`config.mk`:
```
export PLATFORM = sky130hd
export DESIGN_NAME = audio_processing
export DESIGN_NICKNAME = d
export VERILOG_FILES = /design/src/audio_pkg.sv /design/src/i2s_to_pcm.sv /design/src/channel_gain.sv /design/src/triangle_gen.sv /design/src/audio_mux.sv /design/src/pcm_to_i2s.sv /design/src/audio_processing.sv
export SDC_FILE = /design/constraint.sdc
export NUM_CORES = 2
export LEC_CHECK = 0
export BUFFER_PORTS_ARGS = -buffer_cell sky130_fd_sc_hd__buf_2
export CAP_MARGIN = 20
export CORE_MARGIN = 8
export CORE_UTILIZATION = 37
export CTS_CLUSTER_DIAMETER = 150
export DETAILED_ROUTE_END_ITERATION = 7
export GPL_TIMING_DRIVEN = 0
export PLACE_DENSITY_LB_ADDON = 0.25
export SETUP_SLACK_MARGIN = 0.1
export SLEW_MARGIN = 20
export SYNTH_ARGS = -nofsm -noshare
export SYNTH_HDL_FRONTEND = slang
export SYNTH_HIERARCHICAL = 1
export SYNTH_SLANG_ARGS = --single-unit
```
`constraint.sdc`:
```
create_clock -name clk -period 6 [get_ports clk]
set_clock_uncertainty 0.1 [all_clocks]
set_input_delay 0.6 -clock clk [delete_from_list [all_inputs] [get_ports clk]]
set_output_delay 0.6 -clock clk [all_outputs]
set_load 0.005 [all_outputs]
```
`src/audio_pkg.sv`:
```
package audio_pkg;

    ////////////////////////////////////////
    // sizes and rates
    ////////////////////////////////////////
    localparam int PCM_WIDTH      = 24;        // sample bits
    localparam int SLOT_BITS      = 32;        // bclks per half-frame
    localparam int BCLK_DIV       = 4;         // clk cycles per half dac bclk
    localparam int GAIN_FRAC_BITS = 14;
    localparam int GAIN_UNITY     = 16384;     // 1.0 in gain units

    // signed sample limits
    localparam int PCM_MAX = (1 << (PCM_WIDTH - 1)) - 1;
    localparam int PCM_MIN = -(1 << (PCM_WIDTH - 1));

    ////////////////////////////////////////
    // types
    ////////////////////////////////////////
    typedef logic signed [PCM_WIDTH-1:0] pcm_sample_t;

    // unsigned 2.14 fixed point
    typedef logic [15:0] gain_t;

    // one stereo sample with its strobe
    typedef struct packed {
        logic        valid;
        pcm_sample_t left;
        pcm_sample_t right;
    } stereo_pcm_t;

    // output source, audio_control[2:1]
    typedef enum logic [1:0] {
        MUX_BYPASS   = 2'd0,
        MUX_GAIN     = 2'd1,
        MUX_TRIANGLE = 2'd2,
        MUX_MUTE     = 2'd3
    } mux_sel_e;

    typedef enum logic {
        TX_IDLE = 1'b0,
        TX_RUN  = 1'b1
    } tx_state_e;

    // gain write target, audio_control[3]
    typedef enum logic {
        CHAN_LEFT  = 1'b0,
        CHAN_RIGHT = 1'b1
    } chan_sel_e;

endpackage

```
`src/i2s_to_pcm.sv`:
```
`timescale 1ns/100ps

module i2s_to_pcm (
    input  logic                   clk,
    input  logic                   rst_n,
    input  logic                   run,        // audio enable
    input  logic                   bclk,       // async, slower than clk
    input  logic                   lrclk,
    input  logic                   i2s_data,
    output audio_pkg::stereo_pcm_t rx_pair,
    output logic [7:0]             bit_cnt     // bclks in last half-frame
);

    logic [1:0]             bclk_s;     // 2-flop synchronizers
    logic [1:0]             lr_s;
    logic [1:0]             data_s;
    logic                   bclk_d;     // for edge detect
    logic                   lr_prev;    // lrclk at previous bclk rise
    logic                   bclk_rise;
    logic                   slot_end;
    logic [7:0]             bits_cnt;   // bits so far in current slot
    logic                   close_d1;
    logic                   close_d2;
    audio_pkg::pcm_sample_t l_shift;
    audio_pkg::pcm_sample_t r_shift;

    ////////////////////////////////////////
    // synchronize and find bclk edges
    ////////////////////////////////////////
    always_ff @(posedge clk) begin
        if (!rst_n) begin
            bclk_s <= '0;
            lr_s   <= '0;
            data_s <= '0;
            bclk_d <= 1'b0;
        end else begin
            bclk_s <= {bclk_s[0], bclk};
            lr_s   <= {lr_s[0], lrclk};
            data_s <= {data_s[0], i2s_data};
            bclk_d <= bclk_s[1];
        end
    end

    assign bclk_rise = bclk_s[1] & ~bclk_d;
    // lrclk moved one bit earlier so this bit is the last of the old slot
    assign slot_end  = bclk_rise && (lr_s[1] != lr_prev);

    // bit count per half-frame
    always_ff @(posedge clk) begin
        if (!rst_n) begin
            lr_prev  <= 1'b0;
            bits_cnt <= '0;
            bit_cnt  <= '0;
        end else if (bclk_rise) begin
            lr_prev <= lr_s[1];
            if (slot_end) begin
                bits_cnt <= '0;
                bit_cnt  <= bits_cnt + 8'd1;   // closing bit counts too
            end else begin
                bits_cnt <= bits_cnt + 8'd1;
            end
        end
    end

    // keep only the top 24 bits of each slot
    always_ff @(posedge clk) begin
        if (bclk_rise && bits_cnt < audio_pkg::PCM_WIDTH) begin
            if (lr_prev)
                r_shift <= {r_shift[audio_pkg::PCM_WIDTH-2:0], data_s[1]};
            else
                l_shift <= {l_shift[audio_pkg::PCM_WIDTH-2:0], data_s[1]};
        end
    end

    ////////////////////////////////////////
    // output pair
    ////////////////////////////////////////
    always_ff @(posedge clk) begin
        if (!rst_n) begin
            close_d1      <= 1'b0;
            close_d2      <= 1'b0;
            rx_pair.valid <= 1'b0;
        end else begin
            close_d1      <= slot_end & lr_prev;  // right slot just ended
            close_d2      <= close_d1;
            rx_pair.valid <= close_d2 & run;
        end
        if (close_d2) begin
            rx_pair.left  <= l_shift;
            rx_pair.right <= r_shift;
        end
    end

    // one strobe per stereo frame
    a_single_valid: assert property (@(posedge clk) disable iff (!rst_n)
        rx_pair.valid |=> !rx_pair.valid);

endmodule

```
`src/channel_gain.sv`:
```
`timescale 1ns/100ps

module channel_gain (
    input  logic                   clk,
    input  logic                   rst_n,
    input  logic                   gain_wr_en,     // cpu strobe
    input  audio_pkg::chan_sel_e   gain_sel,
    input  audio_pkg::gain_t       gain_wr_data,
    input  audio_pkg::stereo_pcm_t in_pair,
    output audio_pkg::stereo_pcm_t out_pair
);

    audio_pkg::gain_t                    gain_l;
    audio_pkg::gain_t                    gain_r;
    logic                                s1_valid;
    logic signed [audio_pkg::PCM_WIDTH+16:0] prod_l;   // 24 x 17 signed
    logic signed [audio_pkg::PCM_WIDTH+16:0] prod_r;

    // drop fraction bits and clamp to the sample range
    function automatic audio_pkg::pcm_sample_t saturate(
        input logic signed [audio_pkg::PCM_WIDTH+16:0] p
    );
        logic signed [audio_pkg::PCM_WIDTH+16:0] s;
        s = p >>> audio_pkg::GAIN_FRAC_BITS;   // arithmetic, keeps sign
        if (s > audio_pkg::PCM_MAX)
            s = audio_pkg::PCM_MAX;
        else if (s < audio_pkg::PCM_MIN)
            s = audio_pkg::PCM_MIN;
        return s[audio_pkg::PCM_WIDTH-1:0];
    endfunction

    ////////////////////////////////////////
    // gain registers
    ////////////////////////////////////////
    always_ff @(posedge clk) begin
        if (!rst_n) begin
            gain_l <= audio_pkg::gain_t'(audio_pkg::GAIN_UNITY);
            gain_r <= audio_pkg::gain_t'(audio_pkg::GAIN_UNITY);
        end else if (gain_wr_en) begin
            if (gain_sel == audio_pkg::CHAN_RIGHT)
                gain_r <= gain_wr_data;
            else
                gain_l <= gain_wr_data;
        end
    end

    ////////////////////////////////////////
    // stage 1 multiply
    ////////////////////////////////////////
    always_ff @(posedge clk) begin
        if (!rst_n)
            s1_valid <= 1'b0;
        else
            s1_valid <= in_pair.valid;
        // gain zero-extended so it stays positive
        prod_l <= $signed(in_pair.left) * $signed({1'b0, gain_l});
        prod_r <= $signed(in_pair.right) * $signed({1'b0, gain_r});
    end

    ////////////////////////////////////////
    // stage 2 shift and saturate
    ////////////////////////////////////////
    always_ff @(posedge clk) begin
        if (!rst_n)
            out_pair.valid <= 1'b0;
        else
            out_pair.valid <= s1_valid;
        out_pair.left  <= saturate(prod_l);
        out_pair.right <= saturate(prod_r);
    end

    // fixed two-cycle latency, back to back pairs allowed
    a_two_cycle: assert property (@(posedge clk) disable iff (!rst_n)
        out_pair.valid == $past(in_pair.valid, 2));

endmodule

```
`src/triangle_gen.sv`:
```
`timescale 1ns/100ps

module triangle_gen (
    input  logic                   clk,
    input  logic                   rst_n,
    input  logic                   run,
    input  logic [7:0]             inc,          // cpu step, scaled by 256
    input  logic                   frame_load,   // from the serializer
    output audio_pkg::stereo_pcm_t tri_pair
);

    audio_pkg::pcm_sample_t              phase;
    logic                                rising;
    logic                                tri_valid;
    logic signed [audio_pkg::PCM_WIDTH:0] step;    // one extra bit for overflow
    logic signed [audio_pkg::PCM_WIDTH:0] up_val;
    logic signed [audio_pkg::PCM_WIDTH:0] dn_val;

    assign step   = $signed({{(audio_pkg::PCM_WIDTH - 15){1'b0}}, inc, 8'd0});
    assign up_val = phase + step;
    assign dn_val = phase - step;

    always_ff @(posedge clk) begin
        if (!rst_n || !run) begin
            phase     <= '0;
            rising    <= 1'b1;
            tri_valid <= 1'b0;
        end else begin
            tri_valid <= frame_load;
            if (frame_load) begin
                if (rising) begin
                    if (up_val > audio_pkg::PCM_MAX) begin
                        rising <= 1'b0;            // turn at the top
                        phase  <= dn_val[audio_pkg::PCM_WIDTH-1:0];
                    end else begin
                        phase  <= up_val[audio_pkg::PCM_WIDTH-1:0];
                    end
                end else begin
                    if (dn_val < audio_pkg::PCM_MIN) begin
                        rising <= 1'b1;            // turn at the bottom
                        phase  <= up_val[audio_pkg::PCM_WIDTH-1:0];
                    end else begin
                        phase  <= dn_val[audio_pkg::PCM_WIDTH-1:0];
                    end
                end
            end
        end
    end

    // same wave on both channels
    assign tri_pair = '{valid: tri_valid, left: phase, right: phase};

endmodule

```
`src/audio_mux.sv`:
```
`timescale 1ns/100ps

module audio_mux (
    input  logic                   clk,
    input  logic                   rst_n,
    input  audio_pkg::mux_sel_e    sel,
    input  audio_pkg::stereo_pcm_t rx_pair,     // straight from the receiver
    input  audio_pkg::stereo_pcm_t gain_pair,
    input  audio_pkg::stereo_pcm_t tri_pair,
    output audio_pkg::stereo_pcm_t mux_pair
);

    audio_pkg::stereo_pcm_t src;

    always_comb begin
        case (sel)
            audio_pkg::MUX_BYPASS:   src = rx_pair;
            audio_pkg::MUX_GAIN:     src = gain_pair;
            audio_pkg::MUX_TRIANGLE: src = tri_pair;
            // mute keeps the input frame rate
            default:                 src = '{valid: rx_pair.valid, left: '0, right: '0};
        endcase
    end

    // one register stage on every path
    always_ff @(posedge clk) begin
        if (!rst_n)
            mux_pair.valid <= 1'b0;
        else
            mux_pair.valid <= src.valid;
        mux_pair.left  <= src.left;
        mux_pair.right <= src.right;
    end

endmodule

```
`src/pcm_to_i2s.sv`:
```
`timescale 1ns/100ps

module pcm_to_i2s (
    input  logic                   clk,
    input  logic                   rst_n,
    input  logic                   run,
    input  audio_pkg::stereo_pcm_t in_pair,
    output logic                   frame_load,   // pulse at each frame start
    output logic                   bclk,
    output logic                   lrclk,
    output logic                   s_data
);

    audio_pkg::tx_state_e                           state;
    audio_pkg::pcm_sample_t                         hold_l;   // latest pair
    audio_pkg::pcm_sample_t                         hold_r;
    logic [$clog2(audio_pkg::BCLK_DIV)-1:0]         div_cnt;
    logic [$clog2(2 * audio_pkg::SLOT_BITS)-1:0]    slot_cnt; // bit position in frame
    logic [2*audio_pkg::SLOT_BITS-1:0]              shift;
    logic [2*audio_pkg::SLOT_BITS-1:0]              frame;
    logic [2*audio_pkg::SLOT_BITS-1:0]              next_bits;
    logic                                           tick;
    logic                                           fall;

    // newer pair overwrites an unsent one
    always_ff @(posedge clk) begin
        if (!rst_n) begin
            hold_l <= '0;
            hold_r <= '0;
        end else if (in_pair.valid) begin
            hold_l <= in_pair.left;
            hold_r <= in_pair.right;
        end
    end

    ////////////////////////////////////////
    // frame layout and bit clock
    ////////////////////////////////////////
    // one pad bit ahead of each msb, zeros after each lsb
    assign frame = {1'b0, hold_l, {(audio_pkg::SLOT_BITS - audio_pkg::PCM_WIDTH){1'b0}},
                    hold_r, {(audio_pkg::SLOT_BITS - audio_pkg::PCM_WIDTH - 1){1'b0}}};

    assign tick      = (state == audio_pkg::TX_RUN) && (div_cnt == audio_pkg::BCLK_DIV - 1);
    assign fall      = tick & bclk;             // bclk about to go low
    assign next_bits = (slot_cnt == '0) ? frame : shift;

    always_ff @(posedge clk) begin
        if (fall)
            shift <= next_bits << 1;
    end

    ////////////////////////////////////////
    // serializer FSM
    ////////////////////////////////////////
    always_ff @(posedge clk) begin
        if (!rst_n) begin
            state      <= audio_pkg::TX_IDLE;
            div_cnt    <= '0;
            slot_cnt   <= '0;
            bclk       <= 1'b0;
            lrclk      <= 1'b0;
            s_data     <= 1'b0;
            frame_load <= 1'b0;
        end else begin
            frame_load <= 1'b0;
            case (state)
                audio_pkg::TX_IDLE: begin
                    if (run)
                        state <= audio_pkg::TX_RUN;
                end
                audio_pkg::TX_RUN: begin
                    if (!run) begin
                        state    <= audio_pkg::TX_IDLE;
                        div_cnt  <= '0;
                        slot_cnt <= '0;
                        bclk     <= 1'b0;   // park everything low
                        lrclk    <= 1'b0;
                        s_data   <= 1'b0;
                    end else begin
                        div_cnt <= tick ? '0 : div_cnt + 1'b1;
                        if (tick)
                            bclk <= ~bclk;
                        if (fall) begin
                            slot_cnt   <= slot_cnt + 1'b1;
                            lrclk      <= slot_cnt[$high(slot_cnt)];  // high for right half
                            s_data     <= next_bits[$high(next_bits)];
                            frame_load <= (slot_cnt == '0);
                        end
                    end
                end
                default: state <= audio_pkg::TX_IDLE;
            endcase
        end
    end

    // DAC samples on rising bclk so data moves only on the fall
    a_fall_only: assert property (@(posedge clk) disable iff (!rst_n || !run)
        ($changed(lrclk) || $changed(s_data)) |-> $fell(bclk));

endmodule

```
`src/audio_processing.sv`:
```
`timescale 1ns/100ps

module audio_processing (
    input  logic       clk,
    input  logic       rst_n,
    // i2s from the codec
    input  logic       i2s_bclk,
    input  logic       i2s_lrclk,
    input  logic       i2s_d,
    // cpu registers
    input  logic [7:0] audio_control,   // bits 7:4 reserved
    input  logic       gain_wr_en,
    input  logic [7:0] gain_wr_lsb,
    input  logic [7:0] gain_wr_msb,
    input  logic [7:0] triangle_inc,
    // dac side
    output logic       audio_enable,
    output logic       dac_bclk,
    output logic       dac_lrclk,
    output logic       dac_data,
    output logic [7:0] i2s_bit_cnt
);

    audio_pkg::mux_sel_e    mux_sel;
    audio_pkg::chan_sel_e   gain_sel;
    audio_pkg::gain_t       gain_wr_data;
    audio_pkg::stereo_pcm_t rx_pair;
    audio_pkg::stereo_pcm_t gain_pair;
    audio_pkg::stereo_pcm_t tri_pair;
    audio_pkg::stereo_pcm_t mux_pair;
    logic                   frame_load;

    ////////////////////////////////////////
    // control register fields
    ////////////////////////////////////////
    assign audio_enable = audio_control[0];
    assign mux_sel      = audio_pkg::mux_sel_e'(audio_control[2:1]);
    assign gain_sel     = audio_pkg::chan_sel_e'(audio_control[3]);
    assign gain_wr_data = {gain_wr_msb, gain_wr_lsb};

    i2s_to_pcm i2s_rx (
        .clk        (clk),
        .rst_n      (rst_n),
        .run        (audio_enable),
        .bclk       (i2s_bclk),
        .lrclk      (i2s_lrclk),
        .i2s_data   (i2s_d),
        .rx_pair    (rx_pair),
        .bit_cnt    (i2s_bit_cnt)
    );

    channel_gain gain0 (
        .clk          (clk),
        .rst_n        (rst_n),
        .gain_wr_en   (gain_wr_en),
        .gain_sel     (gain_sel),
        .gain_wr_data (gain_wr_data),
        .in_pair      (rx_pair),
        .out_pair     (gain_pair)
    );

    triangle_gen tri_gen (
        .clk        (clk),
        .rst_n      (rst_n),
        .run        (audio_enable),
        .inc        (triangle_inc),
        .frame_load (frame_load),    // steps once per dac frame
        .tri_pair   (tri_pair)
    );

    audio_mux out_mux (
        .clk       (clk),
        .rst_n     (rst_n),
        .sel       (mux_sel),
        .rx_pair   (rx_pair),
        .gain_pair (gain_pair),
        .tri_pair  (tri_pair),
        .mux_pair  (mux_pair)
    );

    pcm_to_i2s i2s_tx (
        .clk        (clk),
        .rst_n      (rst_n),
        .run        (audio_enable),
        .in_pair    (mux_pair),
        .frame_load (frame_load),
        .bclk       (dac_bclk),
        .lrclk      (dac_lrclk),
        .s_data     (dac_data)
    );

endmodule

```
Word level (Yosys, flattened, before mapping)
Index checks and enable logic that the tools add are counted.
Widths: inputs -> output; s select.
{ "classes": {"n_mux": 22, "reduce_logical": 16, "n_addsub": 5, "n_lt_le_gt_ge": 7, "div": 0, "n_bitwise": 8, "mul": 2, "n_shift": 0, "eq_ne": 6} }
{ "ops": {"columns": ["operator", "n"], "rows": [
  ["$pmux 49 s3", 1],
  ["$mux 24", 5],
  ["$mul 24x17->41", 2],
  ["$mux 64", 1],
  ["$gt 27x24->1 const B", 2],
  ["$lt 27x24->1 const B", 2],
  ["$add 24x17->25", 1],
  ["$gt 25x24->1 const B", 1],
  ["$lt 25x24->1 const B", 1],
  ["$sub 24x17->25", 1],
  ["$reduce_and 2->1", 7],
  ["$mux 6", 2],
  ["$mux 1", 10],
  ["$add 8x1->8 const B", 1],
  ["$lt 8x5->1 const B", 1],
  ["$mux 8", 1],
  ["$add 6x1->6 const B", 1],
  ["$logic_not 6->1", 1],
  ["$and 1x1->1", 4],
  ["$eq 2x2->1 const B", 2],
  ["$mux 2", 2],
  ["$ne 2x1->1 const B", 2],
  ["$not 1->1", 4],
  ["$reduce_and 4->1", 1],
  ["other kinds (7)", 10]
]} }
{ "totals": {"mem_count": 0, "romBits": 0, "output_inout_bits": 12, "latch_bits": 0, "inputBits": 38, "word_cells": 106, "regBits": 479, "mem_bits_rw": 0} }

Depth between registers and ports, before layout
{ "depth": {"ltp_word": 5, "ltp_mapped": 25, "depth_no_buf": 23} }

Cells and area by module
The synthesis kept the hierarchy.
{ "by_module_without_submodules": {"columns": ["module", "cells_per_inst", "area_per_inst_um2", "n_inst", "seq_area_each_um2"], "rows": [
  ["channel_gain", 3396, 30832.1, 1, 2722.6],
  ["pcm_to_i2s", 339, 4815.9, 1, 2902.8],
  ["i2s_to_pcm", 227, 4056.4, 1, 3423.3],
  ["triangle_gen", 292, 2213.4, 1, 360.3],
  ["audio_mux", 168, 2192.1, 1, 980.9],
  ["audio_processing", 1, 7.5, 1, 0.0]
]} }

Worst setup path after synthesis
Ideal clock, no wire load.
{ "synth_path": {"kind": "register to register", "from": "register i2s_rx/rx_pair[47] (netlist name)", "to": "register gain0/prod_l[40] (netlist name)", "required_ns": 5.779, "path_buffers": 2, "setup_ns": 0.121, "arrival_ns": 5.990, "period_less_slack_ns": 6.211, "setup_slack_ns": -0.211, "stages_incl_launch_ff": 22, "path_cell_list": "edfxtp_1 clkbuf_1 nand2_1 fa_1 fa_1 inv_1 fa_1 fa_1 fa_1 inv_1 fa_1 inv_1 ha_1 clkbuf_1 a21o_1 a21o_1 a21o_1 a2111oi_0 o21ai_0 a31oi_1 nand2_1 xnor2_1"} }
{ "synth_between": {"elab_chain_len": 1} }
{ "synth_lines": {"columns": ["element", "line", "source"], "rows": [
  ["$mul 24x17->41", "channel_gain.sv:56", "prod_l <= $signed(in_pair.left) * $signed({1'b0, gain_l});"],
  ["end signal, assigned", "channel_gain.sv:56", null],
  ["end, declared", "channel_gain.sv:16", "logic signed [audio_pkg::PCM_WIDTH+16:0] prod_l;"]
]} }
Every way passes these cells.
A chain may end at the register's enable or synchronous reset.

Worst setup path after layout
{ "layout_path": {"from": "register i2s_rx/rx_pair[36] (netlist name)", "to": "register gain0/prod_l[37] (netlist name)"} }
{ "layout_between": {"elab_chain_len": 1} }
{ "layout_lines": {"columns": ["element", "line"], "rows": [
  ["$mul 24x17->41", "channel_gain.sv:56"]
]} }
Every way passes these cells.

==> impl_metrics.yaml <==
setup_path:
  max_stage_delay_ps: 550
  r2r-end: "gain0/prod_l[37]"
  cp_cell_sequence: "clkbuf_8, buf_4, nand2_1, fa_1, fa_1, fa_1, inv_1, fa_1, fa_1, inv_1, fa_1, inv_2, ha_4, nand4_1, buf_6, o211ai_1, nor3_2, a211oi_4, buf_12, o21ai_4, o21ai_4, a211oi_2, a311oi_1"
  cp_common_cell: "fa_1"
  endpoint: "gain0/prod_l[37]"
  cp-startpoint: "i2s_rx/rx_pair[36]"
  cp.arrival_ps: 6720
  ff2ff_setup_slack_ps: -260
  crit_path_end_kind: "flop"
  crit_fanout: 5
  crit_slowest_cell: "fa_1"
  critPathRequiredTime_ps: 6450
  path_class: "reg2reg"
  r2r-start: "i2s_rx/rx_pair[36]"
  cp-start-kind: "flop"
  ff2ff_path_depth: 23
power_and_ir_drop:
  power.density_nw_per_um2: 245.6
  p_leak_nw: 23.86
  ir_drop_mv: 0.2533
logic_synthesis:
  synth_warnings: 6
  ys_ff_latch: 443
  synth.avg_cell_area_um2: 9.975
  synth_cells: 4423
  synth_ff_type: "dfxtp_1"
  synth-edff-count: 152
  seq_area_frac_synth_pct: 23.55
  syn_area_um2: 44120
  ys_async_sr_fraction_pct: 0
  ys_types: 97
place:
  dpl.hpwl_mm: 94.65
  routabilityCongestion: 0.8910
  dpl_cell_area_um2: 46500
  port_buffers: 43
status:
  status: "complete, but fails checks"
  violations: "setup timing"
layout:
  layout-drive-gt1-share_pct: 16.77
  layout_commonest_cell: "inv_1"
  layout_common_cells: "inv_1, fa_1, nand2_1"
  fin_util_pct: 43.56
  final_area_um2: 51500
  syn_to_final_growth_pct: 16.74
  nets: 5722
die:
  chipWidth_um: 361.3
  initial_core_util_pct: 37.31
  die_y_um: 361.3
  die_area_um2: 130500
  row_count: 126
  coreArea_um2: 118200
  ioPinCount: 50
sta:
  setup_ws_ps: -261.8
  fin_tns_setup_ps: -3905
  rsz0062_at_grt: "true"
  period_share_pct: 104.4
  final-setup-viol-count: 27
  slew_headroom_pct: 50.18
  holdWs_ps: 88.92
  finalHoldViolCount: 0
  drv_slew: 0
  period_needed_ps: 6262
  worst_pin_slew_ps: 741.7
  fmax_mhz: 159.7
global_route:
  grt_pass1_wl_mm: 195.8
  grt.total_usage_pct: 19.15
  grt_pass1_vias: 32984
  gr-total-overflow: 0
  antenna_found_initial: 10
  grt_max_degree: 50
drt:
  ant_nets: 0
  drt_wl_total_mm: 123.0
  first_iter_violations: 1715
  drt-met1-wl_mm: 54.40
  firstDrtPassIters: 5
  dr_total_vias: 30830
  avgViaCountPerCell: 4.896
  topRoutingLayerUsed: "met5"
  wl_per_cell_um: 19.53
  drc: 0
  wl_met2_mm: 58.32
  met3_length_mm: 5.455
clocking:
  clockBufferDepth: 3
  insertion_delay_ps: 640
  clk_pin_slew_ps: 60
  cts_made_buffers: 53
  cts_root_buf: "clkbuf_16"
  cts_tree: "built"
  clock-sinks: 443
  htreeDepth: 2
  cts_hold_buffers: 0
run:
  drv_cap: 0
worst_hold_path:
  min_path_type: "in2reg"
==> power by group <==
part | switching [mW] | internal, mW
registers | 0.177 | 3.57
clock network | 1.38 | 1.88
logic | 3.16 | 2.47
total | 4.73 | 7.93
==> Yosys cell counts (11+ instances only) <==
master     instances  area share [%]
nor2b_1           69            0.98
clkbuf_1         164             1.4
edfxtp_1         152              10
buf_2             15            0.17
nand2_1          588             5.0
o2bb2ai_2         20            0.68
or4_1             11            0.19
o211ai_1          13            0.22
mux2_4            20            0.68
mux2_2            27            0.69
xor2_1            15            0.30
a211oi_1          14            0.24
nor2_1            57            0.48
nand4_1           17            0.24
dfxtp_1          291              13
or3_1             14            0.20
nand3_1           51            0.58
o21ai_0           47            0.53
a21o_1            65             1.1
a21boi_0          36            0.61
inv_1            921             7.8
and3_1            15            0.21
ha_1             218             6.2
a21oi_1           90             1.0
o21a_1            14            0.24
nand2b_1          16            0.23
mux2i_1           98             2.2
buf_4             42            0.71
nor3_1            42            0.48
o2bb2ai_1         28            0.56
and2_1           313             4.4
fa_1             752              34
xnor2_1           50            0.99
==> area by class of cell <==
class                           count  area, um2
Antenna cell                        3      7.507
Buffer                            240       1979
Clock buffer                       70       1471
Clock inverter                     29      304.0
Fill cell                       11437      66740
Inverter                          921       3468
Multi-Input combinational cell   2831      30020
Sequential cell                   443      10430
Tap cell                         1536       1922
Timing Repair Buffer              224       1893
==> worst max-delay path: cells and delay by family, from the launching register on <==
kind	cells	cell delay, ps
fa+ha+maj	7	3210
simple gates	3	320
compound gates	6	1240
flops	1	480
buf+inv	7	820
==> stage by stage <==
stage / worst slack, ps / instances / power (mW)
floorplan: 103.7 / 4438 / 7.317
global placement: -1739 / 6017 / 8.616
detailed placement: -1785 / 6021 / 8.630
CTS: -280.3 / 6257 / 12.53
global route: -494.3 / 6294 / 13.64
finish: -261.8 / 6297 / 12.65
==> cell families (layout without fill, tap and decap cells) <==
| logic type | after synthesis | in the layout | synth area share [%] |
|---|---|---|---|
| AO/OA/AOI/OAI | 400 | 400 | 6.651 |
| XOR/XNOR | 65 | 65 | 1.290 |
| adder cells (fa/ha/maj) | 970 | 970 | 40.31 |
| buffers and inverters | 1164 | 1484 | 10.72 |
| flip-flops | 443 | 443 | 23.55 |
| multiplexers | 145 | 145 | 3.593 |
| other | 1 | 19 | 0.008500 |
| AND/OR/NAND/NOR | 1235 | 1235 | 13.88 |
==> flip-flops by register name, indices dropped and copies added (netlist names), 2 cells and up <==
| name | count |
|---|---|
| gain0/gain_r | 16 |
| out_mux/mux_pair | 49 |
| i2s_rx/data_s | 2 |
| i2s_rx/bit_cnt | 8 |
| i2s_rx/bclk_s | 2 |
| i2s_tx/shift | 56 |
| tri_gen/phase | 16 |
| gain0/prod_r | 27 |
| i2s_rx/l_shift | 24 |
| i2s_tx/slot_cnt | 6 |
| i2s_tx/hold_r | 24 |
| gain0/gain_l | 16 |
| gain0/out_pair | 49 |
| i2s_rx/lr_s | 2 |
| i2s_tx/div_cnt | 2 |
| i2s_rx/r_shift | 24 |
| i2s_tx/hold_l | 24 |
| i2s_rx/bits_cnt | 8 |
| gain0/prod_l | 27 |
| i2s_rx/rx_pair | 49 |
==> timing repair <==
item | CTS | global route
gates resized for setup | 400 | 153
setup endpoints to repair | 54 | 49
pin swaps | 123 | 98
hold endpoints to repair | 0 | 0
gates cloned | 1 | 0
setup buffers | 137 | 42
==> layer usage <==
metal	global-route usage, %	up-vias
met5	0	-
met4	6.138	4
met3	2.479	250
met2	31.92	690
met1	25.88	15766
li1	-	14120
==> worst min path at each step <==
stage,startpoint,to,depth (start not counted)
after global routing,i2s_lrclk,i2s_rx/lr_s[0],2
after floorplan,i2s_rx/r_shift[23],i2s_rx/rx_pair[23],0
after global placement,i2s_rx/l_shift[23],i2s_rx/rx_pair[47],0
after CTS,i2s_lrclk,i2s_rx/lr_s[0],2
after detailed placement,gain0/prod_r[30],gain0/out_pair[16],1
final,i2s_lrclk,i2s_rx/lr_s[0],2
Power figures use the tool's default switching activity.
